## src/hb_decim_pkg.sv

```systemverilog
`default_nettype none

package hb_decim_pkg;

    // Sample and coefficient formats
    localparam int SAMPLE_W  = 16;
    localparam int COEF_W    = 18;
    localparam int FRAC_BITS = 18;

    // Filter geometry
    localparam int NUM_TAPS   = 16;
    localparam int NUM_PAIRS  = 8;
    localparam int ODD_DEPTH  = 8;
    localparam int CENTER_POS = 7;

    // Wide enough for the full sum plus the weighted center tap
    localparam int ACC_W = 40;

    typedef logic signed [COEF_W-1:0] coef_t;

    // Entry k weights even taps k and NUM_TAPS-1-k, outermost pair first
    localparam coef_t COEFS [NUM_PAIRS] = '{
        -3051,
        4112,
        -5533,
        7520,
        -10511,
        16650,
        -27184,
        83231
    };

    typedef logic signed [SAMPLE_W-1:0] sample_t;

    typedef struct packed {
        sample_t inph;
        sample_t quad;
    } iq_sample_t;

    // Pre-adder result, one bit of growth
    typedef struct packed {
        logic signed [SAMPLE_W:0] inph;
        logic signed [SAMPLE_W:0] quad;
    } iq_sum_t;

    typedef struct packed {
        logic signed [ACC_W-1:0] inph;
        logic signed [ACC_W-1:0] quad;
    } iq_acc_t;

    // Commutator state
    typedef enum logic {
        PHASE_EVEN,
        PHASE_ODD
    } phase_t;

endpackage

`default_nettype wire

```

## src/hb_preadd_mult.sv

```systemverilog
`default_nettype none

module hb_preadd_mult (
    input  wire                         i_clock,
    input  wire                         i_reset,
    input  wire                         i_valid,
    input  wire hb_decim_pkg::iq_sample_t i_taps [hb_decim_pkg::NUM_TAPS],
    input  wire hb_decim_pkg::iq_sample_t i_center,
    output hb_decim_pkg::iq_acc_t       o_products [hb_decim_pkg::NUM_PAIRS],
    output hb_decim_pkg::iq_sample_t    o_center,
    output logic                        o_valid
);

    import hb_decim_pkg::*;

    iq_sum_t    pair_sum [NUM_PAIRS];
    iq_sample_t center_d;
    logic       valid_d;

    // Symmetric pre-add, taps k and NUM_TAPS-1-k share a coefficient
    always_ff @(posedge i_clock) begin
        for (int k = 0; k < NUM_PAIRS; k++) begin
            pair_sum[k].inph <= i_taps[k].inph + i_taps[NUM_TAPS-1-k].inph;
            pair_sum[k].quad <= i_taps[k].quad + i_taps[NUM_TAPS-1-k].quad;
        end
        center_d <= i_center;
    end

    // Constant multipliers, sign extended to the accumulator width
    always_ff @(posedge i_clock) begin
        for (int k = 0; k < NUM_PAIRS; k++) begin
            o_products[k].inph <= pair_sum[k].inph * COEFS[k];
            o_products[k].quad <= pair_sum[k].quad * COEFS[k];
        end
        o_center <= center_d;
    end

    always_ff @(posedge i_clock) begin
        if (i_reset) begin
            valid_d <= 1'b0;
            o_valid <= 1'b0;
        end else begin
            valid_d <= i_valid;
            o_valid <= valid_d;
        end
    end

endmodule

`default_nettype wire

```

## config.mk

```make
export PLATFORM = sky130hd
export DESIGN_NAME = hb_preadd_mult
export DESIGN_NICKNAME = d
export VERILOG_FILES = /design/src/hb_decim_pkg.sv /design/src/hb_preadd_mult.sv
export SDC_FILE = /design/constraint.sdc
export NUM_CORES = 2
export LEC_CHECK = 0
export BUFFER_PORTS_ARGS = -buffer_cell sky130_fd_sc_hd__buf_2
export CORE_AREA = 2 2 474 476
export DETAILED_ROUTE_END_ITERATION = 8
export DIE_AREA = 0 0 476 478
export SLEW_MARGIN = 10
export SYNTH_ARGS = -nofsm -noshare
export SYNTH_HDL_FRONTEND = slang
export SYNTH_SLANG_ARGS = --single-unit
```

## constraint.sdc

```tcl
create_clock -name i_clock -period 14.64 [get_ports i_clock]
set_input_delay 2.196 -clock i_clock [delete_from_list [all_inputs] [get_ports i_clock]]
set_output_delay 2.196 -clock i_clock [all_outputs]
set_load 0.005 [all_outputs]
```

==> results.tsv <==
metric	value	unit
status	complete, no violations	
synthArstFlopShare	0	
fill_cells	21410	
synth_top_area_share	0.2713	
gp_congestion	0.9845	
cp-end-kind	register	
finalHoldViolCount	0	
place_inst	13400	
cts_htree_levels	3	
grt_pass1_vias	67960	
io_buffers	1191	
synth_top_area_cell	ha_1	
drv_slew	0	
cap_violations	0	
ff_latch_area	0.01646	sq mm
slowest_delay	0.55	ns
yosysSeqAreaShare	0.1837	
cpMostUsedCell	inv_1	
clk_pin_slew_worst_paths	0.06	ns
pin_count	1220	
worstHoldPathType	register to register	
clockBufferDepth	3	
nets	13950	
overflow	0	
post-cts-setup-buffer-count	0	
cts_num_sinks	822	
hpwl	210.5	mm
first_pass_iters	5	
drt_wl_total	239.4	mm
timing.rr.start	pair_sum[1][125]$_DFF_P_	
fp-row-count	174	
worstSetupPathType	register to register	
grt_max_degree	32	
core-area	0.2232	sq mm
multi_input_area	0.06328	sq mm
dp_slack	8.662	ns
worst-path-buf-inv	5	
setup_viol	0	
yosys_register_bits	822	
synth.distinct_cells	81	
rsz0062_at_grt	no	
wl_per_cell	17.60	um
drtIter0Drc	2824	
worst_ep_required_time	15.26	ns
cts_hold_buf	0	
drive_gt1_frac	0.1354	
hold_depth	0	
grt_antenna_before_repair	17	
ant_nets	0	
synth_flop_cell	dfxtp_1	
route.detailed.drc	0	
viasPerCell	4.820	
critical_path.top_delay_family	adder cells	
rr_worst_depth	22	
path_cells	inv_1, ha_1, ha_1, or2_2, fa_1, inv_1, fa_1, inv_1, fa_1, inv_1, fa_1, inv_1, ha_1, nand3_1, nor2_1, a21oi_1, a221o_1, o211ai_1, o22ai_1, o41ai_1, o31ai_1, xnor2_1	
synthCells	9360	
cts_resized	0	
clk_latency	0.74	ns
die_x	476	um
tns	0	ns
cts_tree	yes	
start_kind	register	
fin_skew	0.03301	ns
yosysWarnings	0	
max_freq	0.1667	GHz
finalCriticalPeriod	5.999	ns
die_area	0.2275	sq mm
cts_buffers	103	
die_h	478	um
reg2reg_setup_slack	8.64	ns
period_share	0.4097	
area_growth	13.64	%
tightest_slew	0.9687	ns
final_cell_count_no_fill	13600	
path_max_fanout	7	
grt_pass1_wl	373.8	mm
root_buffer	clkbuf_16	
route.vias.total	65550	
synth_area_leaders	ha_1, fa_1, dfxtp_1	
synth_area	0.08956	sq mm
worst_hold_path.endpoint	o_center[11]$_DFF_P_	
slowest_stage	fa_1	
rr_endpoint	o_products[71]$_DFF_P_	
synth_area_per_cell	9.568	sq um
synth_edf_count	0	
max_slew_margin	0.3375	
track_usage	0.2086	
cp.arrival	6.62	ns
holdCritStartpoint	center_d[11]$_DFF_P_	
worst_slack	8.641	ns
start_util	0.4013	
==> per-stage QoR <==
step | area (sq um) | util | hold slack (ns)
finish | 101800 | 0.4561 | 0.3030
global route | 101800 | 0.4560 | 0.3295
CTS | 101700 | 0.4559 | 0.2939
detailed placement | 98140 | 0.4398 | 0.3121
global placement | 98140 | 0.4398 | 0.3098
floorplan | 89660 | - | 0.3096
==> cells in the final DEF (no fill, tap or decap), types with 71 or more instances in the layout <==
master,Yosys,final
inv_1,2309,2309
ha_1,1942,1942
buf_2,0,1191
fa_1,953,953
dfxtp_1,822,822
xnor2_1,424,424
a21oi_1,418,418
nor2_1,326,326
nand2_1,290,290
a21o_1,210,210
o21ai_0,150,150
xor2_1,149,149
nand3_1,129,129
nor3_1,109,109
clkbuf_16,0,105
o21ai_1,85,85
nor2b_1,85,85
or3_1,71,71
==> kinds of logic (layout without fill, tap and decap cells) <==
| logic type | after synthesis | count (layout) | share of synthesized area |
|---|---|---|---|
| XOR/XNOR | 573 | 573 | 0.05604 |
| flip-flops | 822 | 822 | 0.1837 |
| AND/OR/NAND/NOR | 1235 | 1235 | 0.06650 |
| buffers and inverters | 2486 | 3694 | 0.1108 |
| adder cells (fa/ha/maj) | 2895 | 2895 | 0.4843 |
| other | 1 | 40 | 0.00004187 |
| AO/OA/AOI/OAI | 1323 | 1323 | 0.09553 |
| multiplexers | 25 | 25 | 0.003032 |
==> worst max-delay path by stage <==
stage | start | end | slack (ns) | depth (start not counted)
detailed placement | pair_sum[1][125]$_DFF_P_ | o_products[71]$_DFF_P_ | 8.66 | 22
global route | pair_sum[0][89]$_DFF_P_ | o_products[470]$_DFF_P_ | 8.28 | 19
CTS | pair_sum[1][125]$_DFF_P_ | o_products[71]$_DFF_P_ | 8.63 | 22
global placement | pair_sum[1][125]$_DFF_P_ | o_products[71]$_DFF_P_ | 8.71 | 22
finish | pair_sum[1][125]$_DFF_P_ | o_products[71]$_DFF_P_ | 8.64 | 22
floorplan | pair_sum[1][25]$_DFF_P_ | o_products[318]$_DFF_P_ | 9.12 | 18
==> synthesized netlist by cell type (all sizes together) (15+ instances only) <==
cell type / number
ha: 1942
o211ai: 19
nand2b: 41
a21boi: 31
o22ai: 15
dfxtp: 822
buf: 157
nor3: 109
o31ai: 17
fa: 953
o21ai: 236
clkbuf: 19
or2: 17
a2111oi: 16
nor2b: 85
nand2: 290
nand4: 26
a21o: 211
o21bai: 57
xnor2: 424
xor2: 149
nand3: 129
a21oi: 420
nor2: 326
o21a: 46
a41oi: 18
or3: 71
and2: 34
mux2: 17
a211oi: 69
and3: 59
inv: 2310
a31oi: 34
==> registers in the layout, summed over array words and instances, names as in the netlist <==
name,count
o_products,484
pair_sum,272
center_d,32
o_center,32
o_valid,1
valid_d,1
==> layout make-up <==
type | count | area share
repair buffers | 1195 | 0.05886
inverters | 2310 | 0.08520
well taps | 2992 | 0.03678
clock buffers | 127 | 0.02820
diodes | 12 | 0.0002951
clock inverters | 62 | 0.007167
flip-flops and latches | 822 | 0.1617
multi-input cells | 6079 | 0.6218
==> layer usage <==
metal | vias up | global-route usage | part of all wire
li1 | 32310 | - | -
met2 | 1499 | 0.3532 | 0.47
met4 | 0 | 0.08413 | 0.042
met1 | 31430 | 0.2672 | 0.44
met3 | 313 | 0.02718 | 0.045
met5 | - | 0 | 0
Power is left out: the tool's default activity adds up to more than one toggle a clock period on the data nets, which glitch-free logic cannot reach.
