## config.mk

```make
export PLATFORM = sky130hd
export DESIGN_NAME = hb_polyphase_tdl
export DESIGN_NICKNAME = d
export VERILOG_FILES = /design/src/hb_decim_pkg.sv /design/src/hb_polyphase_tdl.sv
export SDC_FILE = /design/constraint.sdc
export NUM_CORES = 1
export LEC_CHECK = 0
export BUFFER_PORTS_ARGS = -buffer_cell sky130_fd_sc_hd__buf_2
export CAP_MARGIN = 10
export CORE_AREA = 2 2 262 212
export DETAILED_ROUTE_END_ITERATION = 10
export DIE_AREA = 0 0 264 214
export PLACE_DENSITY_LB_ADDON = 0.15
export SLEW_MARGIN = 30
export SYNTH_ARGS = -nofsm -noshare
export SYNTH_HDL_FRONTEND = slang
export SYNTH_SLANG_ARGS = --single-unit
```

## constraint.sdc

```tcl
create_clock -name i_clock -period 8.7 [get_ports i_clock]
set_clock_uncertainty 0.1 [all_clocks]
set_input_delay 0.435 -clock i_clock [delete_from_list [all_inputs] [get_ports i_clock]]
set_output_delay 0.435 -clock i_clock [all_outputs]
set_load 0.05 [all_outputs]
```

## src/hb_decim_pkg.sv

```systemverilog
`default_nettype none

package hb_decim_pkg;

    // Sample and coefficient formats
    localparam int SAMPLE_W  = 16;
    localparam int COEF_W    = 18;
    localparam int FRAC_BITS = 18;

    // Filter geometry
    localparam int NUM_TAPS   = 16;
    localparam int NUM_PAIRS  = 8;
    localparam int ODD_DEPTH  = 8;
    localparam int CENTER_POS = 7;

    // Wide enough for the full sum plus the weighted center tap
    localparam int ACC_W = 40;

    typedef logic signed [COEF_W-1:0] coef_t;

    // Entry k weights even taps k and NUM_TAPS-1-k, outermost pair first
    localparam coef_t COEFS [NUM_PAIRS] = '{
        -3051,
        4112,
        -5533,
        7520,
        -10511,
        16650,
        -27184,
        83231
    };

    typedef logic signed [SAMPLE_W-1:0] sample_t;

    typedef struct packed {
        sample_t inph;
        sample_t quad;
    } iq_sample_t;

    // Pre-adder result, one bit of growth
    typedef struct packed {
        logic signed [SAMPLE_W:0] inph;
        logic signed [SAMPLE_W:0] quad;
    } iq_sum_t;

    typedef struct packed {
        logic signed [ACC_W-1:0] inph;
        logic signed [ACC_W-1:0] quad;
    } iq_acc_t;

    // Commutator state
    typedef enum logic {
        PHASE_EVEN,
        PHASE_ODD
    } phase_t;

endpackage

`default_nettype wire

```

## src/hb_polyphase_tdl.sv

```systemverilog
`default_nettype none

module hb_polyphase_tdl (
    input  wire                         i_clock,
    input  wire                         i_reset,
    input  wire                         i_valid,
    input  wire hb_decim_pkg::iq_sample_t i_sample,
    output hb_decim_pkg::iq_sample_t    o_taps [hb_decim_pkg::NUM_TAPS],
    output hb_decim_pkg::iq_sample_t    o_center,
    output logic                        o_valid
);

    import hb_decim_pkg::*;

    phase_t     phase;
    iq_sample_t even_line [NUM_TAPS];
    iq_sample_t odd_line [ODD_DEPTH];
    logic       accept_even;
    logic       accept_odd;

    assign accept_even = i_valid && (phase == PHASE_EVEN);
    assign accept_odd  = i_valid && (phase == PHASE_ODD);

    // Commutator, toggles once per accepted sample
    always_ff @(posedge i_clock) begin
        if (i_reset) begin
            phase <= PHASE_EVEN;
        end else if (i_valid) begin
            phase <= (phase == PHASE_EVEN) ? PHASE_ODD : PHASE_EVEN;
        end
    end

    // Even-phase line, position 0 is the newest sample
    always_ff @(posedge i_clock) begin
        if (i_reset) begin
            for (int i = 0; i < NUM_TAPS; i++) begin
                even_line[i] <= '0;
            end
        end else if (accept_even) begin
            even_line[0] <= i_sample;
            for (int i = 1; i < NUM_TAPS; i++) begin
                even_line[i] <= even_line[i-1];
            end
        end
    end

    // Odd-phase line only feeds the center tap
    always_ff @(posedge i_clock) begin
        if (i_reset) begin
            for (int i = 0; i < ODD_DEPTH; i++) begin
                odd_line[i] <= '0;
            end
        end else if (accept_odd) begin
            odd_line[0] <= i_sample;
            for (int i = 1; i < ODD_DEPTH; i++) begin
                odd_line[i] <= odd_line[i-1];
            end
        end
    end

    // One output per even sample
    always_ff @(posedge i_clock) begin
        if (i_reset) begin
            o_valid <= 1'b0;
        end else begin
            o_valid <= accept_even;
        end
    end

    assign o_taps   = even_line;
    assign o_center = odd_line[CENTER_POS];

endmodule

`default_nettype wire

```

==> results.yml <==
global_route:
  antenna_found_initial: 0
  grt_pass1_vias: 17700
  grt_overflow: 0
  grt_max_degree: 289
  use_met2_pct: 40.9
  grt_util_met3_pct: 8.06
  grt_pass1_wl_um: 109000
  top_usage_layer: "met2"
  grt_use_total_pct: 25.1
  grt_util_met1_pct: 31.9
run_status:
  status: "completed"
logic_synthesis:
  netlist_area_mm2: 0.0294
  yosys.area.top_type_share_pct: 35.0
  syn-mean-instance-area_um2: 12.9
  synth_fp_nets: 2308
  yosys_warnings: 0
  yosysSeqAreaShare_pct: 61.2
  syn_inst: 2273
  synth_top_cell_by_area: "dfxtp_1"
  ys_ff_latch: 770
  synth_cell_types: 19
  synth_area_leaders: "dfxtp_1, edfxtp_1, mux2i_1, nand2b_1, and2_1"
finish:
  multi_input_area_mm2: 0.0102
  fill_cells: 4189
  layout.cells.non_filler: 3532
  fin_util_pct: 64.8
  drive_above_1_share_pct: 25.3
  nets: 2808
  seqCellArea_mm2: 0.0180
  diodes: 0
  area_growth_pct: 18.3
routing:
  antenna_left: 0
  wl_per_cell_um: 20.5
  wl_um: 72300
  drt_first_pass_iters: 5
  vias: 17800
  drc: 0
  via_per_inst: 5.05
  drt_iter0_drc: 1265
critical_path:
  worst_setup_path_start_kind: "flop"
  worstPathArrival_ns: 3.46
  path_class: "flop to flop"
  cp.required_ns: 9.10
  crit_path_end_kind: "flop"
  crit_fanout: 52
clocking:
  cts_tree: "done"
  cts.root.buffer_cell: "clkbuf_16"
  path_clk_slew_ns: 0.06
  cts-resized-gates: 0
  clock_latency_ns: 0.61
  cts_buffers: 76
  cts_buffer_depth: 3
  htreeDepth: 3
  cts_sinks: 770
sta:
  tns_ns: 0
  max_freq_mhz: 327
  worst_pin_slew_ns: 0.953
  fin_crit_ns: 3.05
  rsz0062_at_grt: "no"
  hold_violations: 0
  maxSlewViolCount: 0
  setup_violations: 0
  maxSlewHeadroom_pct: 36.5
  fin_crit_sh_pct: 35.1
  fin_ws_ns: 5.65
  whs_ns: 0.0401
power:
  p_switching_mw: 1.67
  p_leak_nw: 16.0
  clockPowerShare_pct: 42.7
  powerDensity_mw_per_mm2: 216
  p_sw_share_pct: 22.2
  power_frac_comb_pct: 6.3
  ir_drop_v: 0.000134
  pwr-share-seq_pct: 51.0
  intPower_mw: 5.85
floorplanning:
  die_area_mm2: 0.0565
  initial_core_util_pct: 54.8
  die_y_um: 214
  core_mm2: 0.0536
  die_w_um: 264
  rows: 76
  io_pins: 580
worst_hold_path:
  hold_class: "input port to flop"
place:
  gp_congestion: 0.915
  pre_cts_slack_ns: 5.21
  place_hpwl_um: 51300
  port_buffers: 579
  place_inst: 3385
job:
  cap_violations: 0
==> power groups by stage <==
| stage | logic (mW) | clock network (mW) | registers (mW) |
|---|---|---|---|
| after global routing | 0.499 | 3.43 | 3.84 |
| final | 0.475 | 3.21 | 3.84 |
| after global placement | 0.465 | 0 | 3.91 |
| after floorplan | 0.350 | 0 | 3.98 |
| after detailed placement | 0.469 | 0 | 3.91 |
| after CTS | 0.473 | 3.28 | 3.84 |
==> layout make-up <==
cell class                 count  share of cell area (%)
tap                          702                    2.53
clock buffer                 117                    6.71
sequential                   770                    51.7
multi-input combinational   1319                    29.3
clock inverter                18                   0.382
timing repair buffer         606                    9.35
==> per-layer routing <==
metal  vias up  share of wire (%)  wire, µm
met5         -                  0         0
met3       100                7.1      5160
met4         0                2.8      2010
li1       8772                  -         -
met1      8494                 43     31300
met2       479                 47     33800
==> logic make-up (layout without fill, tap and decap cells) <==
kind of cell / after synthesis / count (layout) / share of synthesized area [%]
AOI/OAI and AO/OA: 34 / 34 / 0.587
buffers and inverters: 184 / 741 / 4.24
DFF: 770 / 770 / 61.2
muxes: 480 / 480 / 16.3
and+or+nand+nor: 805 / 805 / 17.7
==> state kept, by name (all words and copies together) (netlist names) <==
register,flops
phase,1
o_valid,1
odd_line,256
o_taps,512
==> final timing paths <==
path                      startpoint                  endpoint  slack [ns]  depth (start not counted)
max               phase$_SDFFE_PP0P_  o_taps[148]$_SDFFE_PP0P_        5.65                          5
min                      i_sample[0]  o_taps[480]$_SDFFE_PP0P_        0.04                          3
max reg2reg       phase$_SDFFE_PP0P_  o_taps[148]$_SDFFE_PP0P_        5.65                          5
min reg2reg  o_taps[16]$_SDFFE_PP0P_   o_taps[16]$_SDFFE_PP0P_        0.37                          2
==> layout by cell type (no fill, tap or decap), types with 2 or more instances in the layout <==
| cell | netlist | final |
|---|---|---|
| buf_4 | 38 | 9 |
| buf_16 | 0 | 3 |
| clkbuf_16 | 0 | 80 |
| clkinv_2 | 0 | 7 |
| buf_6 | 39 | 2 |
| nand2b_1 | 514 | 513 |
| buf_2 | 3 | 578 |
| mux2i_1 | 480 | 480 |
| o21ai_0 | 31 | 31 |
| dfxtp_1 | 514 | 514 |
| clkbuf_1 | 92 | 18 |
| clkbuf_8 | 0 | 19 |
| clkinvlp_4 | 0 | 4 |
| nand4bb_1 | 32 | 32 |
| buf_12 | 0 | 4 |
| nor2b_1 | 65 | 64 |
| inv_4 | 0 | 2 |
| and2_1 | 192 | 192 |
| dlygate4sd3_1 | 0 | 9 |
| edfxtp_1 | 256 | 256 |
| clkinv_1 | 0 | 2 |
==> Yosys cell counts <==
cell	number
a21o_1	1
a21oi_1	1
and2_1	192
and3b_1	1
buf_2	3
buf_4	38
buf_6	39
buf_8	10
clkbuf_1	92
clkbuf_2	2
dfxtp_1	514
edfxtp_1	256
mux2i_1	480
nand2b_1	514
nand4bb_1	32
nor2_1	1
nor2b_1	65
o21ai_0	31
o21ai_1	1
==> timing repair <==
action / CTS / global route
setup buffers: 0 / 0
hold endpoints to repair: 9 / 0
hold buffers: 9 / 0
==> critical path, stage by stage (launching register included) <==
cell	delay, ns
dfxtp_1	0.33
nand2b_4	0.42
buf_12	0.31
buf_4	0.59
buf_4	0.79
mux2i_1	0.31
==> through the flow <==
stage	instance area [µm²]	power (mW)
detailed placement	32100	4.38
finish	34800	7.52
global route	34800	7.77
CTS	34700	7.59
global placement	32100	4.38
floorplan	29400	4.33
(Power assumes the default switching activity.)
