===== src/hb_decim_pkg.sv =====
`default_nettype none

package hb_decim_pkg;

    // Sample and coefficient formats
    localparam int SAMPLE_W  = 16;
    localparam int COEF_W    = 18;
    localparam int FRAC_BITS = 18;

    // Filter geometry
    localparam int NUM_TAPS   = 16;
    localparam int NUM_PAIRS  = 8;
    localparam int ODD_DEPTH  = 8;
    localparam int CENTER_POS = 7;

    // Wide enough for the full sum plus the weighted center tap
    localparam int ACC_W = 40;

    typedef logic signed [COEF_W-1:0] coef_t;

    // Entry k weights even taps k and NUM_TAPS-1-k, outermost pair first
    localparam coef_t COEFS [NUM_PAIRS] = '{
        -3051,
        4112,
        -5533,
        7520,
        -10511,
        16650,
        -27184,
        83231
    };

    typedef logic signed [SAMPLE_W-1:0] sample_t;

    typedef struct packed {
        sample_t inph;
        sample_t quad;
    } iq_sample_t;

    // Pre-adder result, one bit of growth
    typedef struct packed {
        logic signed [SAMPLE_W:0] inph;
        logic signed [SAMPLE_W:0] quad;
    } iq_sum_t;

    typedef struct packed {
        logic signed [ACC_W-1:0] inph;
        logic signed [ACC_W-1:0] quad;
    } iq_acc_t;

    // Commutator state
    typedef enum logic {
        PHASE_EVEN,
        PHASE_ODD
    } phase_t;

endpackage

`default_nettype wire


===== src/hb_adder_tree.sv =====
`default_nettype none

module hb_adder_tree (
    input  wire                         i_clock,
    input  wire                         i_reset,
    input  wire                         i_valid,
    input  wire hb_decim_pkg::iq_acc_t  i_products [hb_decim_pkg::NUM_PAIRS],
    input  wire hb_decim_pkg::iq_sample_t i_center,
    output hb_decim_pkg::iq_acc_t       o_sum,
    output hb_decim_pkg::iq_sample_t    o_center,
    output logic                        o_valid
);

    import hb_decim_pkg::*;

    iq_acc_t    level1 [NUM_PAIRS/2];
    iq_acc_t    level2 [NUM_PAIRS/4];
    iq_sample_t center_l1;
    iq_sample_t center_l2;
    logic       valid_l1;
    logic       valid_l2;

    function automatic iq_acc_t acc_add(input iq_acc_t a, input iq_acc_t b);
        iq_acc_t s;
        s.inph = a.inph + b.inph;
        s.quad = a.quad + b.quad;
        return s;
    endfunction

    // Eight products to four, four to two, two to one
    always_ff @(posedge i_clock) begin
        for (int j = 0; j < NUM_PAIRS/2; j++) begin
            level1[j] <= acc_add(i_products[2*j], i_products[2*j+1]);
        end
        for (int j = 0; j < NUM_PAIRS/4; j++) begin
            level2[j] <= acc_add(level1[2*j], level1[2*j+1]);
        end
        o_sum <= acc_add(level2[0], level2[1]);

        // Center tap rides along with the tree
        center_l1 <= i_center;
        center_l2 <= center_l1;
        o_center  <= center_l2;
    end

    always_ff @(posedge i_clock) begin
        if (i_reset) begin
            valid_l1 <= 1'b0;
            valid_l2 <= 1'b0;
            o_valid  <= 1'b0;
        end else begin
            valid_l1 <= i_valid;
            valid_l2 <= valid_l1;
            o_valid  <= valid_l2;
        end
    end

endmodule

`default_nettype wire


===== config.mk =====
export PLATFORM = sky130hd
export DESIGN_NAME = hb_adder_tree
export DESIGN_NICKNAME = d
export VERILOG_FILES = /design/src/hb_decim_pkg.sv /design/src/hb_adder_tree.sv
export SDC_FILE = /design/constraint.sdc
export NUM_CORES = 2
export LEC_CHECK = 0
export BUFFER_PORTS_ARGS = -buffer_cell sky130_fd_sc_hd__buf_2
export CELL_PAD_IN_SITES_DETAIL_PLACEMENT = 1
export CELL_PAD_IN_SITES_GLOBAL_PLACEMENT = 1
export CORE_MARGIN = 2
export CORE_UTILIZATION = 40
export DETAILED_ROUTE_END_ITERATION = 7
export GPL_TIMING_DRIVEN = 1
export PLACE_DENSITY = 0.82
export SETUP_SLACK_MARGIN = 0.15
export SLEW_MARGIN = 20
export SYNTH_ARGS = -nofsm -noshare
export SYNTH_HDL_FRONTEND = slang
export SYNTH_SLANG_ARGS = --single-unit
export TNS_END_PERCENT = 5

===== constraint.sdc =====
create_clock -name i_clock -period 9.05 [get_ports i_clock]
set_clock_uncertainty 0.15 [all_clocks]
set_input_delay 0.905 -clock i_clock [delete_from_list [all_inputs] [get_ports i_clock]]
set_output_delay 0.905 -clock i_clock [all_outputs]
set_load 0.03 [all_outputs]

==> out/metrics.yaml <==
place:
  place.detailed.hpwl_um: 123000
  gp_congestion: 0.948
  dpl_cell_area_mm2: 0.0468
  place_ws_ns: 4.71
  placedCellCount: 6695
  io_buffers: 787
pwr:
  finalPower_mw: 15.7
  vdd_ir_drop_max_mv: 0.216
  power_density_mw_per_mm2: 318
  p_leak_nw: 23.5
cts:
  cts-hold-fix-buffers: 0
  cts_buffer_depth: 3
  clock-sinks: 659
  cts_resized: 0
  cts_tree: "yes"
  cts_setup_buffers: 0
  cts_buffers: 77
  worstSkewPairLatency_ns: 0.65
  root_buffer: "clkbuf_16"
  clk_pin_slew_ns: 0.06
  h-tree-depth: 3
synthesis:
  synth_edf_count: 0
  syn_inst: 4615
  synth_nets: 5850
  synthArstFlopShare_pct: 0
  yosysWarnings: 0
  syn_area_mm2: 0.0415
  ys_ff_latch: 659
  yosysUniqueCellTypes: 88
  synth_flop_cell: "dfxtp_1"
  synth.avg_cell_area_um2: 8.99
  synth_seq_area_share_pct: 31.8
critical_path:
  critPathArrivalTime_ns: 4.21
  crit_path_start_kind: "register"
  critPathLaunch: "level1[1][3]$_DFF_P_"
  crit_slowest_cell: "a311oi_1"
  crit_type: "reg2reg"
  path_cells: "ha_1 -> a21oi_1 -> nor2_1 -> o41ai_1 -> a21oi_1 -> o21ai_0 -> a211oi_1 -> o31ai_1 -> a21oi_1 -> a311oi_1"
  cp-end-kind: "register"
  max_stage_delay_ns: 0.67
  cp_common_cell: "a21oi_1"
  cp_data_required_time_ns: 9.34
  r2r_cells: 10
  critPathTopFamily: "compound AO/OA/AOI/OAI gates"
  r2r_end: "level2[0][39]$_DFF_P_"
  cp_max_fo: 4
  path_buf_inv: 0
  reg2reg_slack_ns: 5.13
  r2r-start: "level1[1][3]$_DFF_P_"
sta:
  rsz0062_at_grt: "no"
  maxSlewHeadroom_pct: 37.6
  finalCritPeriodShare_pct: 43.3
  post-route-min-period_ns: 3.92
  hold_viol: 0
  setup_viol: 0
  timing.final.ws_setup_ns: 5.13
  setup_tns_ns: 0
  slew_violations: 0
  max_freq_ghz: 0.255
  tightest_slew_ns: 0.927
route:
  firstDrtPassIters: 5
  totalWireLength_um: 148000
  drt_first_iter_violations: 1877
  drc_errors: 0
  ant_nets: 0
  vias_per_cell: 5.59
  vias: 38251
  wl_per_cell_um: 21.6
die:
  die-height_um: 326
  io_pins: 788
  die_w_um: 326
  rows: 118
  floorplan.initialDensity_pct: 40.2
  die_area_mm2: 0.106
  coreArea_mm2: 0.103
global_route:
  grt_use_total_pct: 26.7
  grt_pass1_wl_um: 225000
  antenna_found_initial: 7
  overflow: 0
  grt_pass1_vias: 39578
  grt_start_max_net_pins: 16
min_path:
  hold_class: "reg2reg"
  hold_path_end: "center_l2[3]$_DFF_P_"
  hold_path.startpoint: "center_l1[3]$_DFF_P_"
  min_path_cells: 0
final_layout:
  final_cells: 6844
  nets: 6629
  finalInstanceArea_mm2: 0.0495
  syn_to_final_growth_pct: 19.3
  drive_gt1_share_pct: 18.3
status:
  status: "completed"
flow_run:
  cap_violations: 0
stage by stage:
step	utilization, %	hold slack, ns
after floorplan	-	0.160
after detailed placement	45.4	0.163
final	48.0	0.172
after global routing	48.0	0.169
after CTS	47.9	0.151
after global placement	45.4	0.159
placed cells by master, fill, tap and decap left out, drive strengths merged, types with 22 or more instances in the layout:
cell | netlist | final
a211oi | 44 | 44
a21boi | 22 | 22
a21o | 345 | 345
a21oi | 490 | 490
a221oi | 22 | 22
a31oi | 69 | 69
and2 | 36 | 36
and3 | 47 | 47
buf | 8 | 787
clkbuf | 79 | 93
clkinv | 1 | 22
dfxtp | 659 | 659
ha | 546 | 546
inv | 143 | 156
nand2 | 239 | 239
nand2b | 60 | 60
nand3 | 105 | 105
nand4 | 60 | 60
nor2 | 259 | 259
nor2b | 70 | 70
nor3 | 60 | 60
o211ai | 25 | 25
o21a | 64 | 64
o21ai | 262 | 262
o21bai | 91 | 91
o31ai | 28 | 28
xnor2 | 334 | 334
xor2 | 164 | 164
state kept, by name, indices dropped and copies added, names as in the netlist:
name	flops
center_l1	32
center_l2	32
level1	320
level2	160
o_center	32
o_sum	80
o_valid	1
valid_l1	1
valid_l2	1
cells in the mapped netlist, types with 15 or more instances:
cell type | instances | share of area (%)
and3_1 | 47 | 0.71
o211ai_1 | 25 | 0.45
dfxtp_1 | 659 | 32
nand3_1 | 105 | 1.3
a41oi_1 | 15 | 0.32
nor3_1 | 59 | 0.71
o21ai_1 | 16 | 0.19
a31oi_1 | 65 | 0.98
nor2b_1 | 70 | 1.1
a21boi_0 | 21 | 0.38
nand2_1 | 239 | 2.2
a221oi_1 | 16 | 0.34
nand2b_1 | 60 | 0.90
xnor2_1 | 334 | 7.1
clkbuf_1 | 77 | 0.70
or2_2 | 17 | 0.26
o21ai_0 | 243 | 2.9
or3_1 | 18 | 0.27
a211oi_1 | 42 | 0.76
and2_1 | 36 | 0.54
o21a_1 | 64 | 1.2
o31ai_1 | 25 | 0.45
ha_1 | 546 | 16
xor2_1 | 164 | 3.5
nor2_1 | 259 | 2.3
a21oi_1 | 485 | 5.9
a311oi_1 | 18 | 0.38
inv_1 | 143 | 1.3
a21o_1 | 345 | 6.2
o21bai_1 | 91 | 1.6
nand4_1 | 60 | 0.90
o2111ai_1 | 15 | 0.32
cell families after synthesis:
logic type	synth area share, %
simple gates	12.1
compound gates	26.2
flops	31.8
fa+ha+maj	17.1
xor+xnor	10.5
buf+inv	2.11
mux	0.121
worst max path at each step:
| stage | endpoint | slack, ns | cells after the start |
|---|---|---|---|
| 4_1_cts | level2[0][39]$_DFF_P_ | 5.13 | 10 |
| 6_report | level2[0][39]$_DFF_P_ | 5.13 | 10 |
| 5_1_grt | level2[0][39]$_DFF_P_ | 4.89 | 10 |
| 2_1_floorplan | level1[3][78]$_DFF_P_ | 5.28 | 12 |
| 3_3_place_gp | level1[1][38]$_DFF_P_ | 4.80 | 13 |
| 3_5_place_dp | level1[1][35]$_DFF_P_ | 4.71 | 11 |
report_power, final:
| group | leakage [nW] | internal, mW | switching [mW] | total (mW) |
|---|---|---|---|---|
| registers | 5.56 | 3.92 | 0.481 | 4.40 |
| clock network | 1.30 | 1.91 | 1.35 | 3.26 |
| logic | 16.7 | 3.25 | 4.83 | 8.09 |
| total | 23.5 | 9.08 | 6.66 | 15.7 |
layer usage:
metal / vias to the layer above / GRT usage (%) / routed length (um)
li1: 18555 / - / -
met1: 18381 / 31.1 / 60200
met2: 1086 / 48.6 / 74000
met3: 229 / 3.89 / 7240
met4: 0 / 11.3 / 6290
met5: - / 0 / 0
worst register-to-register path, cell delays in order (launching register included):
cell      delay (ns)
dfxtp_1         0.36
ha_1            0.37
a21oi_1         0.20
nor2_1          0.09
o41ai_1         0.49
a21oi_1         0.18
o21ai_0         0.36
a211oi_1        0.17
o31ai_1         0.48
a21oi_1         0.20
a311oi_1        0.68
final cells by class:
cell class / instances / area, um^2
fillers: 12320 / 53700
multi-input cells: 3725 / 27400
flip-flops and latches: 659 / 13200
repair buffers: 787 / 3940
clock buffers: 93 / 2100
well taps: 1380 / 1730
clock inverters: 49 / 563
inverters: 144 / 541
diodes: 7 / 17.5
No activity file was read; power rests on OpenSTA's default activity.
