### src/hb_decim_pkg.sv
`default_nettype none

package hb_decim_pkg;

    // Sample and coefficient formats
    localparam int SAMPLE_W  = 16;
    localparam int COEF_W    = 18;
    localparam int FRAC_BITS = 18;

    // Filter geometry
    localparam int NUM_TAPS   = 16;
    localparam int NUM_PAIRS  = 8;
    localparam int ODD_DEPTH  = 8;
    localparam int CENTER_POS = 7;

    // Wide enough for the full sum plus the weighted center tap
    localparam int ACC_W = 40;

    typedef logic signed [COEF_W-1:0] coef_t;

    // Entry k weights even taps k and NUM_TAPS-1-k, outermost pair first
    localparam coef_t COEFS [NUM_PAIRS] = '{
        -3051,
        4112,
        -5533,
        7520,
        -10511,
        16650,
        -27184,
        83231
    };

    typedef logic signed [SAMPLE_W-1:0] sample_t;

    typedef struct packed {
        sample_t inph;
        sample_t quad;
    } iq_sample_t;

    // Pre-adder result, one bit of growth
    typedef struct packed {
        logic signed [SAMPLE_W:0] inph;
        logic signed [SAMPLE_W:0] quad;
    } iq_sum_t;

    typedef struct packed {
        logic signed [ACC_W-1:0] inph;
        logic signed [ACC_W-1:0] quad;
    } iq_acc_t;

    // Commutator state
    typedef enum logic {
        PHASE_EVEN,
        PHASE_ODD
    } phase_t;

endpackage

`default_nettype wire

### src/hb_round_sat.sv
`default_nettype none

module hb_round_sat (
    input  wire                         i_clock,
    input  wire                         i_reset,
    input  wire                         i_valid,
    input  wire hb_decim_pkg::iq_acc_t  i_sum,
    input  wire hb_decim_pkg::iq_sample_t i_center,
    output hb_decim_pkg::iq_sample_t    o_sample,
    output logic                        o_valid
);

    import hb_decim_pkg::*;

    iq_acc_t rounded;
    logic    rounded_valid;

    // Center tap has unit gain, i.e. 2^FRAC_BITS in coefficient units,
    // plus half an output LSB for round half-up
    function automatic logic signed [ACC_W-1:0] add_center(
        input logic signed [ACC_W-1:0] sum,
        input sample_t                 center
    );
        logic signed [ACC_W-1:0] center_term;
        logic signed [ACC_W-1:0] half_lsb;
        center_term = ACC_W'(center) <<< FRAC_BITS;
        half_lsb    = ACC_W'(1) <<< (FRAC_BITS - 1);
        return sum + center_term + half_lsb;
    endfunction

    // Pass the output field unless the upper bits are not all sign
    function automatic sample_t saturate(input logic signed [ACC_W-1:0] acc);
        logic [ACC_W-SAMPLE_W-FRAC_BITS:0] top;
        top = acc[ACC_W-1:FRAC_BITS+SAMPLE_W-1];
        if ((&top) || !(|top)) begin
            return acc[FRAC_BITS+SAMPLE_W-1:FRAC_BITS];
        end else if (acc[ACC_W-1]) begin
            return {1'b1, {(SAMPLE_W-1){1'b0}}};
        end else begin
            return {1'b0, {(SAMPLE_W-1){1'b1}}};
        end
    endfunction

    always_ff @(posedge i_clock) begin
        rounded.inph <= add_center(i_sum.inph, i_center.inph);
        rounded.quad <= add_center(i_sum.quad, i_center.quad);
    end

    always_ff @(posedge i_clock) begin
        if (i_reset) begin
            rounded_valid <= 1'b0;
            o_valid       <= 1'b0;
            o_sample      <= '0;
        end else begin
            rounded_valid <= i_valid;
            o_valid       <= rounded_valid;
            if (rounded_valid) begin
                o_sample.inph <= saturate(rounded.inph);
                o_sample.quad <= saturate(rounded.quad);
            end
        end
    end

endmodule

`default_nettype wire

### config.mk
export PLATFORM = sky130hd
export DESIGN_NAME = hb_round_sat
export DESIGN_NICKNAME = d
export VERILOG_FILES = /design/src/hb_decim_pkg.sv /design/src/hb_round_sat.sv
export SDC_FILE = /design/constraint.sdc
export NUM_CORES = 1
export LEC_CHECK = 0
export BUFFER_PORTS_ARGS = -buffer_cell sky130_fd_sc_hd__buf_2
export CAP_MARGIN = 20
export CORE_ASPECT_RATIO = 0.7
export CORE_MARGIN = 1
export CORE_UTILIZATION = 40
export CTS_BUF_LIST = sky130_fd_sc_hd__clkbuf_8
export DETAILED_ROUTE_END_ITERATION = 16
export HOLD_SLACK_MARGIN = 0.05
export PLACE_DENSITY = 0.72
export REMOVE_ABC_BUFFERS = 1
export SLEW_MARGIN = 20
export SYNTH_ARGS = -nofsm -noshare
export SYNTH_HDL_FRONTEND = slang
export SYNTH_SLANG_ARGS = --single-unit
### constraint.sdc
create_clock -name i_clock -period 2.95 [get_ports i_clock]
set_input_delay 0.295 -clock i_clock [delete_from_list [all_inputs] [get_ports i_clock]]
set_output_delay 0.295 -clock i_clock [all_outputs]
set_load 0.01 [all_outputs]
==> flow_summary.json, run 1 <==
{
  "syn2layout_area_growth_pct": 20.9,
  "hold_viol": 0,
  "ys_types": 54,
  "p_seq_share_pct": 44.1,
  "antenna_found_initial": 0,
  "min_from": "i_valid",
  "grt_pass1_vias": 3452,
  "globalRouteOverflowTotal": 0,
  "switching_share_pct": 28.2,
  "vias": 3888,
  "ios": 148,
  "cts_buffer_depth": 2,
  "wl_per_cell_um": 13.6,
  "fin_setup_tns_ns": 0,
  "p_int_mw": 2.11,
  "core_area_um2": 10400,
  "initial_core_util_pct": 41.4,
  "rsz0062_at_grt": "no",
  "clkPwrFrac_pct": 31.1,
  "crit_path_start": "i_sum[17]",
  "drc": 0,
  "setup_viol": 0,
  "ff_latch_area_um2": 1560,
  "dieHeight_um": 88.8,
  "final_nets": 758,
  "grt_pass1_wl_mm": 16.4,
  "rows": 31,
  "fillers": 988,
  "cts_sinks": 78,
  "dp_hpwl_mm": 7.71,
  "min_period_ns": 2.23,
  "cp.arrival_ns": 2.46,
  "grtUsageTotal_pct": 18.6,
  "cts-resized-gates": 0,
  "cts_tree": "built",
  "die_w_um": 126,
  "numPortBuffers": 113,
  "clock-skew-final_ns": 0.00859,
  "r2r_setup_slack_ns": 1.07,
  "drive_gt1_share_pct": 23.8,
  "synth.avg_cell_area_um2": 8.74,
  "cts.clk_slew.worst_paths_ns": 0.07,
  "crit_path_end_kind": "flip-flop",
  "drtPass1Iterations": 4,
  "hp-class": "in2reg",
  "synthArstFlopShare_pct": 0,
  "antenna_left": 0,
  "powerDensity_nw_per_um2": 563,
  "ys.flop_type": "dfxtp_1",
  "worstPathMaxFanout": 3,
  "numCtsBuffers": 9,
  "path_class": "in2reg",
  "post-cts-setup-buffer-count": 0,
  "cp.required_ns": 3.18,
  "hold_end": "rounded_valid",
  "syn_inst": 493,
  "reg2reg_to": "o_sample[20]",
  "finalMaxSlewViolations": 0,
  "pwr-share-comb_pct": 24.7,
  "max_slew_margin_pct": 54.1,
  "outcome": "finished clean",
  "postRouteWirelength_mm": 10.0,
  "maxCapViolCount": 0,
  "yosysWarnings": 0,
  "dieArea_um2": 11200,
  "drtIter0Drc": 205,
  "utilization_pct": 50.1,
  "htree_levels": 3,
  "via_per_inst": 5.28,
  "r2r_start": "rounded[76]",
  "min_path_cells": 2,
  "clock.fmax_ghz": 0.449,
  "place_congestion": 0.879,
  "diodes": 0,
  "ir_worst_vdd_mv": 0.251,
  "p_switching_mw": 0.828,
  "finalCritPeriodShare_pct": 75.5,
  "synth-edff-count": 0,
  "multi_input_area_um2": 2620,
  "whs_ns": 0.168,
  "p_leak_nw": 2.47,
  "root_buffer": "clkbuf_8",
  "insertion_delay_ns": 0.35,
  "yosysSeqAreaShare_pct": 36.2,
  "reg2regPathDepth": 5,
  "crit_path_start_kind": "input pin",
  "grt_max_degree": 35,
  "tightest_slew_ns": 0.688,
  "syn_area_um2": 4310,
  "ys_ff_latch": 78,
  "holdBufCountCts": 0
}
## layout by cell type, fill, tap and decap left out, types with 2 or more instances in the layout
master	instances
nor2_1	46
buf_2	113
dfxtp_1	78
a21oi_1	67
inv_1	18
mux2i_1	2
a21oi_2	2
a31oi_4	2
nand2b_1	4
o21a_1	4
o211ai_1	5
a31oi_1	6
or4_1	2
and3_1	5
nand4_1	6
o21bai_1	4
ha_1	42
clkbuf_8	9
mux2_2	2
xor2_1	16
nor2b_1	9
bufinv_16	3
nand3_1	9
xnor2_1	27
or2_2	2
nand2_1	24
o21ai_0	15
and4_1	2
a21o_1	16
o21ai_2	3
nor3_1	36
fa_1	2
## logic make-up (layout without fill, tap and decap cells)
logic type,Yosys count,count (layout),synth area share (%)
AND/OR/NAND/NOR,151,151,17.2
buffers and inverters,34,145,3.05
AO/OA/AOI/OAI,139,139,20.7
XOR/XNOR,43,43,8.74
adder cells (fa/ha/maj),44,44,13.1
multiplexers,4,4,0.987
flip-flops,78,78,36.2
## metrics by stage
| stage | cells | setup WS (ns) | instance area (um2) | power, mW |
|---|---|---|---|---|
| 3_3_place_gp | 720 | 0.478 | 4970 | 2.02 |
| 4_1_cts | 736 | 0.808 | 5200 | 2.96 |
| 5_1_grt | 736 | 0.599 | 5210 | 3.13 |
| 3_5_place_dp | 720 | 0.434 | 4970 | 2.04 |
| 2_1_floorplan | 474 | 0.857 | 4230 | 1.81 |
| 6_report | 736 | 0.721 | 5210 | 2.93 |
## state kept, by name, summed over array words and instances (netlist names)
| name | cells |
|---|---|
| o_valid | 1 |
| o_sample | 32 |
| rounded_valid | 1 |
| rounded | 44 |
## synth_stat cells (5+ instances only)
library cell	n	area (um2)
clkbuf_1	15	56.3
nor2b_1	9	56.3
xor2_1	16	140
ha_1	42	526
a21o_1	16	120
a31oi_1	6	37.5
and3_1	5	31.3
inv_1	15	56.3
a21oi_1	67	335
nor2_1	46	173
o211ai_1	5	37.5
nor3_1	36	180
dfxtp_1	78	1560
nand4_1	6	37.5
xnor2_1	27	236
nand3_1	9	45.0
nand2_1	24	90.1
o21ai_0	15	75.1
## metal layers
layer	share of wire [%]	wire (um)	track usage [%]
met5	0	0	0
met4	1.2	123	6.02
met3	5.2	524	4.23
met2	42	4180	28.1
met1	52	5180	26.2
## power groups by stage
| stage | clock, mW | combinational (mW) | sequential, mW |
|---|---|---|---|
| after floorplan | 0 | 0.484 | 1.32 |
| after global placement | 0 | 0.704 | 1.31 |
| after detailed placement | 0 | 0.719 | 1.32 |
| after CTS | 0.946 | 0.723 | 1.30 |
| after global routing | 0.999 | 0.810 | 1.32 |
| final | 0.913 | 0.726 | 1.29 |
## worst max path at each step
| stage | endpoint | slack [ns] | depth (start not counted) |
|---|---|---|---|
| finish | rounded[35] | 0.72 | 10 |
| global route | rounded[35] | 0.60 | 10 |
| CTS | rounded[35] | 0.81 | 10 |
| detailed placement | rounded[35] | 0.43 | 10 |
| global placement | rounded[35] | 0.48 | 10 |
| floorplan | rounded[72] | 0.86 | 8 |
## worst max-delay path: stages
cell	delay, ns
buf_2	0.09
inv_1	0.05
fa_1	0.45
nand2b_1	0.19
a21oi_1	0.32
nor2_1	0.09
o21ai_0	0.50
a221o_1	0.26
a21oi_1	0.08
xnor2_1	0.13
## cell type report
cell class,count,share of cell area (%)
inverters,15,1.08
clock buffers,9,2.38
repair buffers,114,11.0
well taps,132,3.17
flip-flops and latches,78,30.0
multi-input cells,381,50.3
clock inverters,7,2.04
No activity file was read; power rests on OpenSTA's default activity.
==> run 2, diff against run 1 <==
==> constraint.sdc (replaced) <==
create_clock -name i_clock -period 2.1 [get_ports i_clock]
set_input_delay 0.21 -clock i_clock [delete_from_list [all_inputs] [get_ports i_clock]]
set_output_delay 0.21 -clock i_clock [all_outputs]
set_load 0.01 [all_outputs]
==> run 2 against run 1 <==
Effect of this change: sequential power increased by 42%; first-iteration DRC count decreased by 6.3%; die area unchanged; routed wire length increased by 6.7%; non-clock buffer count increased by 38; clock skew increased by 0.00057 ns; largest cell class unchanged; final area increased by 5.4%; critical path type is now reg2reg; final cell count increased by 5.0%; total power increased by 43%; clock-buffer cell count increased by 2.
==> flow_summary.json, run 2 (synthesis gave the netlist of run 1 again) <==
{
  "outcome": "finished clean",
  "grt_pass1_vias": 3777,
  "drtPass1Iterations": 4,
  "postRouteWirelength_mm": 10.7,
  "root_buffer": "clkbuf_8",
  "fin_area_um2": 5490,
  "drive_gt1_share_pct": 28.5,
  "globalRouteOverflowTotal": 0,
  "hold_viol": 0,
  "top_regs": "rounded (44), o_sample (32)",
  "final_common_cell": "buf_2",
  "tightest_slew_ns": 0.727,
  "r2r_setup_slack_ns": 0.17,
  "utilization_pct": 52.8,
  "holdBufCountCts": 0,
  "grt_max_degree": 35,
  "antenna_left": 0,
  "cts-resized-gates": 0,
  "diodes": 0,
  "ios": 148,
  "cts_buffer_depth": 2,
  "met2_length_mm": 4.76,
  "dp_hpwl_mm": 8.56,
  "cts.clk_slew.worst_paths_ns": 0.08,
  "worstPathMaxFanout": 15,
  "max_slew_margin_pct": 51.5,
  "hold_end": "rounded_valid",
  "min_path_cells": 2,
  "finalCritPeriodShare_pct": 91.7,
  "grtUsageTotal_pct": 19.8,
  "total_power_mw": 4.19,
  "setup_viol": 0,
  "core_area_um2": 10400,
  "drtIter0Drc": 192,
  "dpl_cell_area_um2": 5260,
  "cts_tree": "built",
  "vias": 4001,
  "p_leak_nw": 2.65,
  "min_period_ns": 1.93,
  "rsz0062_at_grt": "no",
  "post-cts-setup-buffer-count": 0,
  "numPortBuffers": 113,
  "initial_core_util_pct": 41.4,
  "ir_worst_vdd_mv": 0.422,
  "grt_pass1_wl_mm": 17.6,
  "fillers": 1023,
  "htree_levels": 3,
  "crit_path_start_kind": "flip-flop",
  "topRoutingLayerUsed": "met4",
  "place_congestion": 0.860,
  "hp-class": "in2reg",
  "finalMaxSlewViolations": 0,
  "min_from": "i_valid",
  "clock.fmax_ghz": 0.519,
  "rows": 31,
  "cp.arrival_ns": 2.19,
  "fin_setup_tns_ns": 0,
  "crit_path_end_kind": "flip-flop",
  "wl_met3_um": 522,
  "die_w_um": 126,
  "maxCapViolCount": 0,
  "final_nets": 796,
  "m1WireLength_mm": 5.29,
  "path_class": "reg2reg",
  "cp.required_ns": 2.36,
  "powerDensity_nw_per_um2": 762,
  "clock-skew-final_ns": 0.00916,
  "layout_common_cells": "buf_2 (113), dfxtp_1 (78), a21oi_1 (67)",
  "dieHeight_um": 88.8,
  "pre_cts_ws_ns": -0.159,
  "dieArea_um2": 11200,
  "largest-register": "rounded",
  "via_per_inst": 5.18,
  "largest_reg_flops": 44,
  "cts_sinks": 78,
  "reg2regPathDepth": 5,
  "numCtsBuffers": 9,
  "insertion_delay_ns": 0.35,
  "wl_per_cell_um": 13.8,
  "antenna_found_initial": 0,
  "syn2layout_area_growth_pct": 27.4,
  "r2r_start": "rounded[36]",
  "layout_setup_ws_ns": 0.174,
  "reg2reg_to": "o_sample[1]",
  "drc": 0
}
[run 2: changes by cell type in the layout (fill, tap and decap cells not counted), sizes merged]
| cell | delta |
|---|---|
| clkbuf | +2 |
| inv | -2 |
| clkinv | -1 |
| clkinvlp | +1 |
| bufinv | -1 |
| buf | +38 |
[run 2: power breakdown]
part           switching (mW)  total, mW  leakage [nW]  internal (mW)
clock network           0.518       1.24         0.113          0.724
logic                   0.585       1.12          1.88          0.534
registers              0.0996       1.83         0.652           1.73
total                    1.20       4.19          2.65           2.98
[run 2: worst max path at each step]
stage	to	cells past startpoint	from	slack [ns]
5_1_grt	o_sample[10]	5	rounded[36]	0.04
3_3_place_gp	rounded[37]	10	i_sum[17]	-0.10
2_1_floorplan	rounded[72]	8	i_sum[61]	0.09
6_report	o_sample[1]	5	rounded[36]	0.17
4_1_cts	o_sample[1]	5	rounded[36]	0.16
3_5_place_dp	rounded[72]	9	i_sum[61]	-0.16
[run 2: per-layer routing]
| layer | vias up | global-route usage, % |
|---|---|---|
| met2 | 102 | 32.1 |
| met1 | 1835 | 26.6 |
| li1 | 2055 | - |
| met3 | 9 | 4.72 |
| met4 | 0 | 4.93 |
| met5 | - | 0 |
[run 2: per-stage QoR]
step,hold slack [ns],std cells
after floorplan,0.282,474
after global placement,0.440,758
after detailed placement,0.424,758
after CTS,0.0740,773
after global routing,0.119,773
final,0.0829,773
[run 2: layout make-up]
cell class | count | area (um2) | share of cell area (%)
clock buffer | 11 | 151 | 2.76
tap | 132 | 165 | 3.01
timing repair buffer | 152 | 858 | 15.6
inverter | 15 | 56.3 | 1.03
sequential | 78 | 1560 | 28.4
clock inverter | 4 | 71.3 | 1.30
multi-input combinational | 381 | 2630 | 47.8
[run 2: critical path, stage by stage, from the launching register on]
cell     delay (ns)
dfxtp_1        0.31
or4_1          0.51
nor3_1         0.27
mux2_2         0.42
a21oi_1        0.12
nor3_1         0.20
==> run 3, diff against run 2 <==
--- a/config.mk
+++ b/config.mk
@@ -5,15 +5,16 @@
 export SDC_FILE = /design/constraint.sdc
 export NUM_CORES = 1
 export LEC_CHECK = 0
+export ABC_AREA = 1
 export BUFFER_PORTS_ARGS = -buffer_cell sky130_fd_sc_hd__buf_2
 export CAP_MARGIN = 20
 export CORE_ASPECT_RATIO = 0.7
 export CORE_MARGIN = 1
-export CORE_UTILIZATION = 40
+export CORE_UTILIZATION = 50
 export CTS_BUF_LIST = sky130_fd_sc_hd__clkbuf_8
 export DETAILED_ROUTE_END_ITERATION = 16
 export HOLD_SLACK_MARGIN = 0.05
-export PLACE_DENSITY = 0.72
+export PLACE_DENSITY = 0.83
 export REMOVE_ABC_BUFFERS = 1
 export SLEW_MARGIN = 20
 export SYNTH_ARGS = -nofsm -noshare
==> run 3 against run 2 <==
Effect of this change: non-clock buffer count shrank 37; clock-buffer cell count rose by 1; routed wire length up 27%; sequential share of layout area fell by 3.9 points; area after synthesis rose by 26%; maximum frequency is 29% higher; combinational power increased by 6%; worst hold slack better by 0.0019 ns; utilization up 8.0 points; worst setup slack better by 0.44 ns; largest cell class unchanged; highest routed layer unchanged.
==> flow_summary.json, run 3 <==
{
  "htree_levels": 3,
  "dieHeight_um": 89.3,
  "cp.required_ns": 2.29,
  "syn_area_um2": 5440,
  "place_congestion": 0.940,
  "synth-edff-count": 0,
  "max_slew_margin_pct": 49.9,
  "finalMaxSlewViolations": 0,
  "die_w_um": 127,
  "dp_hpwl_mm": 11.1,
  "whs_ns": 0.0848,
  "antenna_left": 0,
  "synth.avg_cell_area_um2": 6.21,
  "drive_gt1_share_pct": 17.0,
  "topRoutingLayerUsed": "met4",
  "ir_worst_vdd_mv": 0.538,
  "largest_reg_flops": 44,
  "grt_pass1_wl_mm": 22.2,
  "grtUsageTotal_pct": 24.9,
  "dieArea_um2": 11300,
  "grt_pass1_vias": 4539,
  "min_path_cells": 3,
  "cp.arrival_ns": 1.68,
  "reg2reg_to": "o_sample[17]",
  "cts_tree": "built",
  "finalCritPeriodShare_pct": 70.9,
  "ys.flop_type": "dfxtp_1",
  "maxCapViolCount": 0,
  "final_common_cell": "nand2_1",
  "hold_end": "rounded_valid",
  "p_leak_nw": 3.66,
  "syn2layout_area_growth_pct": 16.9,
  "r2r_setup_slack_ns": 0.61,
  "reg2regPathDepth": 4,
  "fin_setup_tns_ns": 0,
  "met2_length_mm": 4.90,
  "yosysMostFrequentCell": "nand2_1",
  "min_from": "i_valid",
  "p_seq_share_pct": 42.2,
  "globalRouteOverflowTotal": 0,
  "crit_path_end_kind": "flip-flop",
  "worstPathMaxFanout": 15,
  "via_per_inst": 4.94,
  "rsz0062_at_grt": "no",
  "postRouteWirelength_mm": 13.6,
  "slowest_delay_ns": 0.59,
  "final_nets": 1151,
  "synthTopCellsByArea": "dfxtp_1 (29%), nand2_1 (23%), inv_1 (11%)",
  "vias": 5579,
  "core_area_um2": 10500,
  "initial_core_util_pct": 52.0,
  "ys_types": 29,
  "m1WireLength_mm": 7.43,
  "synth_top_area_share_pct": 28.7,
  "path_class": "reg2reg",
  "outcome": "finished clean",
  "clock.fmax_ghz": 0.672,
  "crit_path_start_kind": "flip-flop",
  "root_buffer": "clkbuf_8",
  "yosysSeqAreaShare_pct": 28.7,
  "cts-resized-gates": 0,
  "insertion_delay_ns": 0.34,
  "path_cells": "nor2_2, a31oi_1, nor2_2, a21oi_1",
  "diodes": 0,
  "pwr-share-comb_pct": 28.1,
  "slowest_stage": "nor2_2",
  "cp_num_buf_inv": 0,
  "grt_max_degree": 33,
  "p_switching_mw": 1.35,
  "wl_met3_mm": 1.22,
  "syn_inst": 876,
  "wl_per_cell_um": 12.1,
  "setup_viol": 0,
  "antenna_found_initial": 0,
  "tightest_slew_ns": 0.751,
  "numPortBuffers": 113,
  "drc": 0,
  "largest-register": "rounded",
  "dpl_cell_area_um2": 6130,
  "synth_top_cell_by_area": "dfxtp_1",
  "hp-class": "in2reg",
  "yosys-top-cells-count": "nand2_1 (330), inv_1 (159), dfxtp_1 (78)",
  "cts_sinks": 78,
  "yosysWarnings": 0,
  "fin_area_um2": 6370,
  "switching_share_pct": 31.7,
  "cts_buffer_depth": 2,
  "top_regs": "rounded (44), o_sample (32)",
  "holdBufCountCts": 0,
  "layout_common_cells": "nand2_1 (330), inv_1 (160), buf_2 (113)",
  "crit_top_cell": "nor2_2",
  "clock-skew-final_ns": 0.00890,
  "p_int_mw": 2.90,
  "rows": 31,
  "drtIter0Drc": 468,
  "ios": 148,
  "post-cts-setup-buffer-count": 0,
  "hold_viol": 0,
  "clkPwrFrac_pct": 29.7,
  "powerDensity_nw_per_um2": 668,
  "numCtsBuffers": 9,
  "min_period_ns": 1.49,
  "ys_ff_latch": 78,
  "cp_top_family": "simple AND/OR/NAND/NOR gates",
  "synthArstFlopShare_pct": 0,
  "r2r_start": "rounded[78]",
  "cts.clk_slew.worst_paths_ns": 0.07,
  "drtPass1Iterations": 5
}
## run 3: cell count changes after synthesis, sizes merged, moves of 9 or more
cell / previous run / this run
xnor2: 27 / 5
o21ai: 18 / 31
nor2: 46 / 64
nand2: 24 / 339
nor2b: 9 / 0
a21oi: 69 / 54
clkbuf: 15 / 6
inv: 15 / 161
nor3: 36 / 4
nand3: 9 / 52
a21o: 16 / 0
## run 3: worst min-delay path: stages
cell and delay, ns:
buf_2 0.10, inv_1 0.04, nor2_1 0.03
## run 3: stage by stage
step	setup WS [ns]	util, %	power [mW]	instances
6_report	0.611	60.8	4.25	1129
5_1_grt	0.514	60.8	4.54	1129
4_1_cts	0.612	60.8	4.26	1129
3_5_place_dp	0.380	58.6	3.00	1113
3_3_place_gp	0.388	58.6	2.97	1113
2_1_floorplan	0.485	-	2.64	866
## run 3: cell type report
class	instances	area [um2]
inverters	161	604
flip-flops and latches	78	1560
multi-input cells	627	3220
fillers	1022	4110
clock buffers	12	165
repair buffers	115	581
clock inverters	4	68.8
well taps	132	165
## run 3: power groups by stage
| stage | clock [mW] | combinational (mW) | sequential (mW) |
|---|---|---|---|
| finish | 1.26 | 1.19 | 1.80 |
| global route | 1.37 | 1.36 | 1.81 |
| CTS | 1.28 | 1.18 | 1.80 |
| detailed placement | 0 | 1.17 | 1.83 |
| global placement | 0 | 1.15 | 1.82 |
| floorplan | 0 | 0.814 | 1.83 |
## run 3: cells by family (layout without fill, tap and decap cells)
group	Yosys count	count (layout)	synth area share (%)
compound gates	89	89	9.47
xor+xnor	21	21	3.38
fa+ha+maj	44	44	10.4
buf+inv	171	292	12.2
flops	78	78	28.7
simple gates	473	473	35.9
## run 3: metal layers
layer	global-route usage (%)	up-vias
met5	0	-
met3	4.91	7
li1	-	2939
met2	32.2	215
met4	3.90	0
met1	41.1	2418
## run 3: how the worst max path moves through the flow
stage                        from            to  slack [ns]  cells after the start
detailed placement      i_sum[17]   rounded[33]        0.38                     11
finish                rounded[78]  o_sample[17]        0.61                      4
CTS                   rounded[76]  o_sample[18]        0.61                      4
floorplan           rounded_valid  o_sample[16]        0.49                      3
global placement     i_center[15]   rounded[36]        0.39                      8
global route          rounded[78]  o_sample[22]        0.51                      4
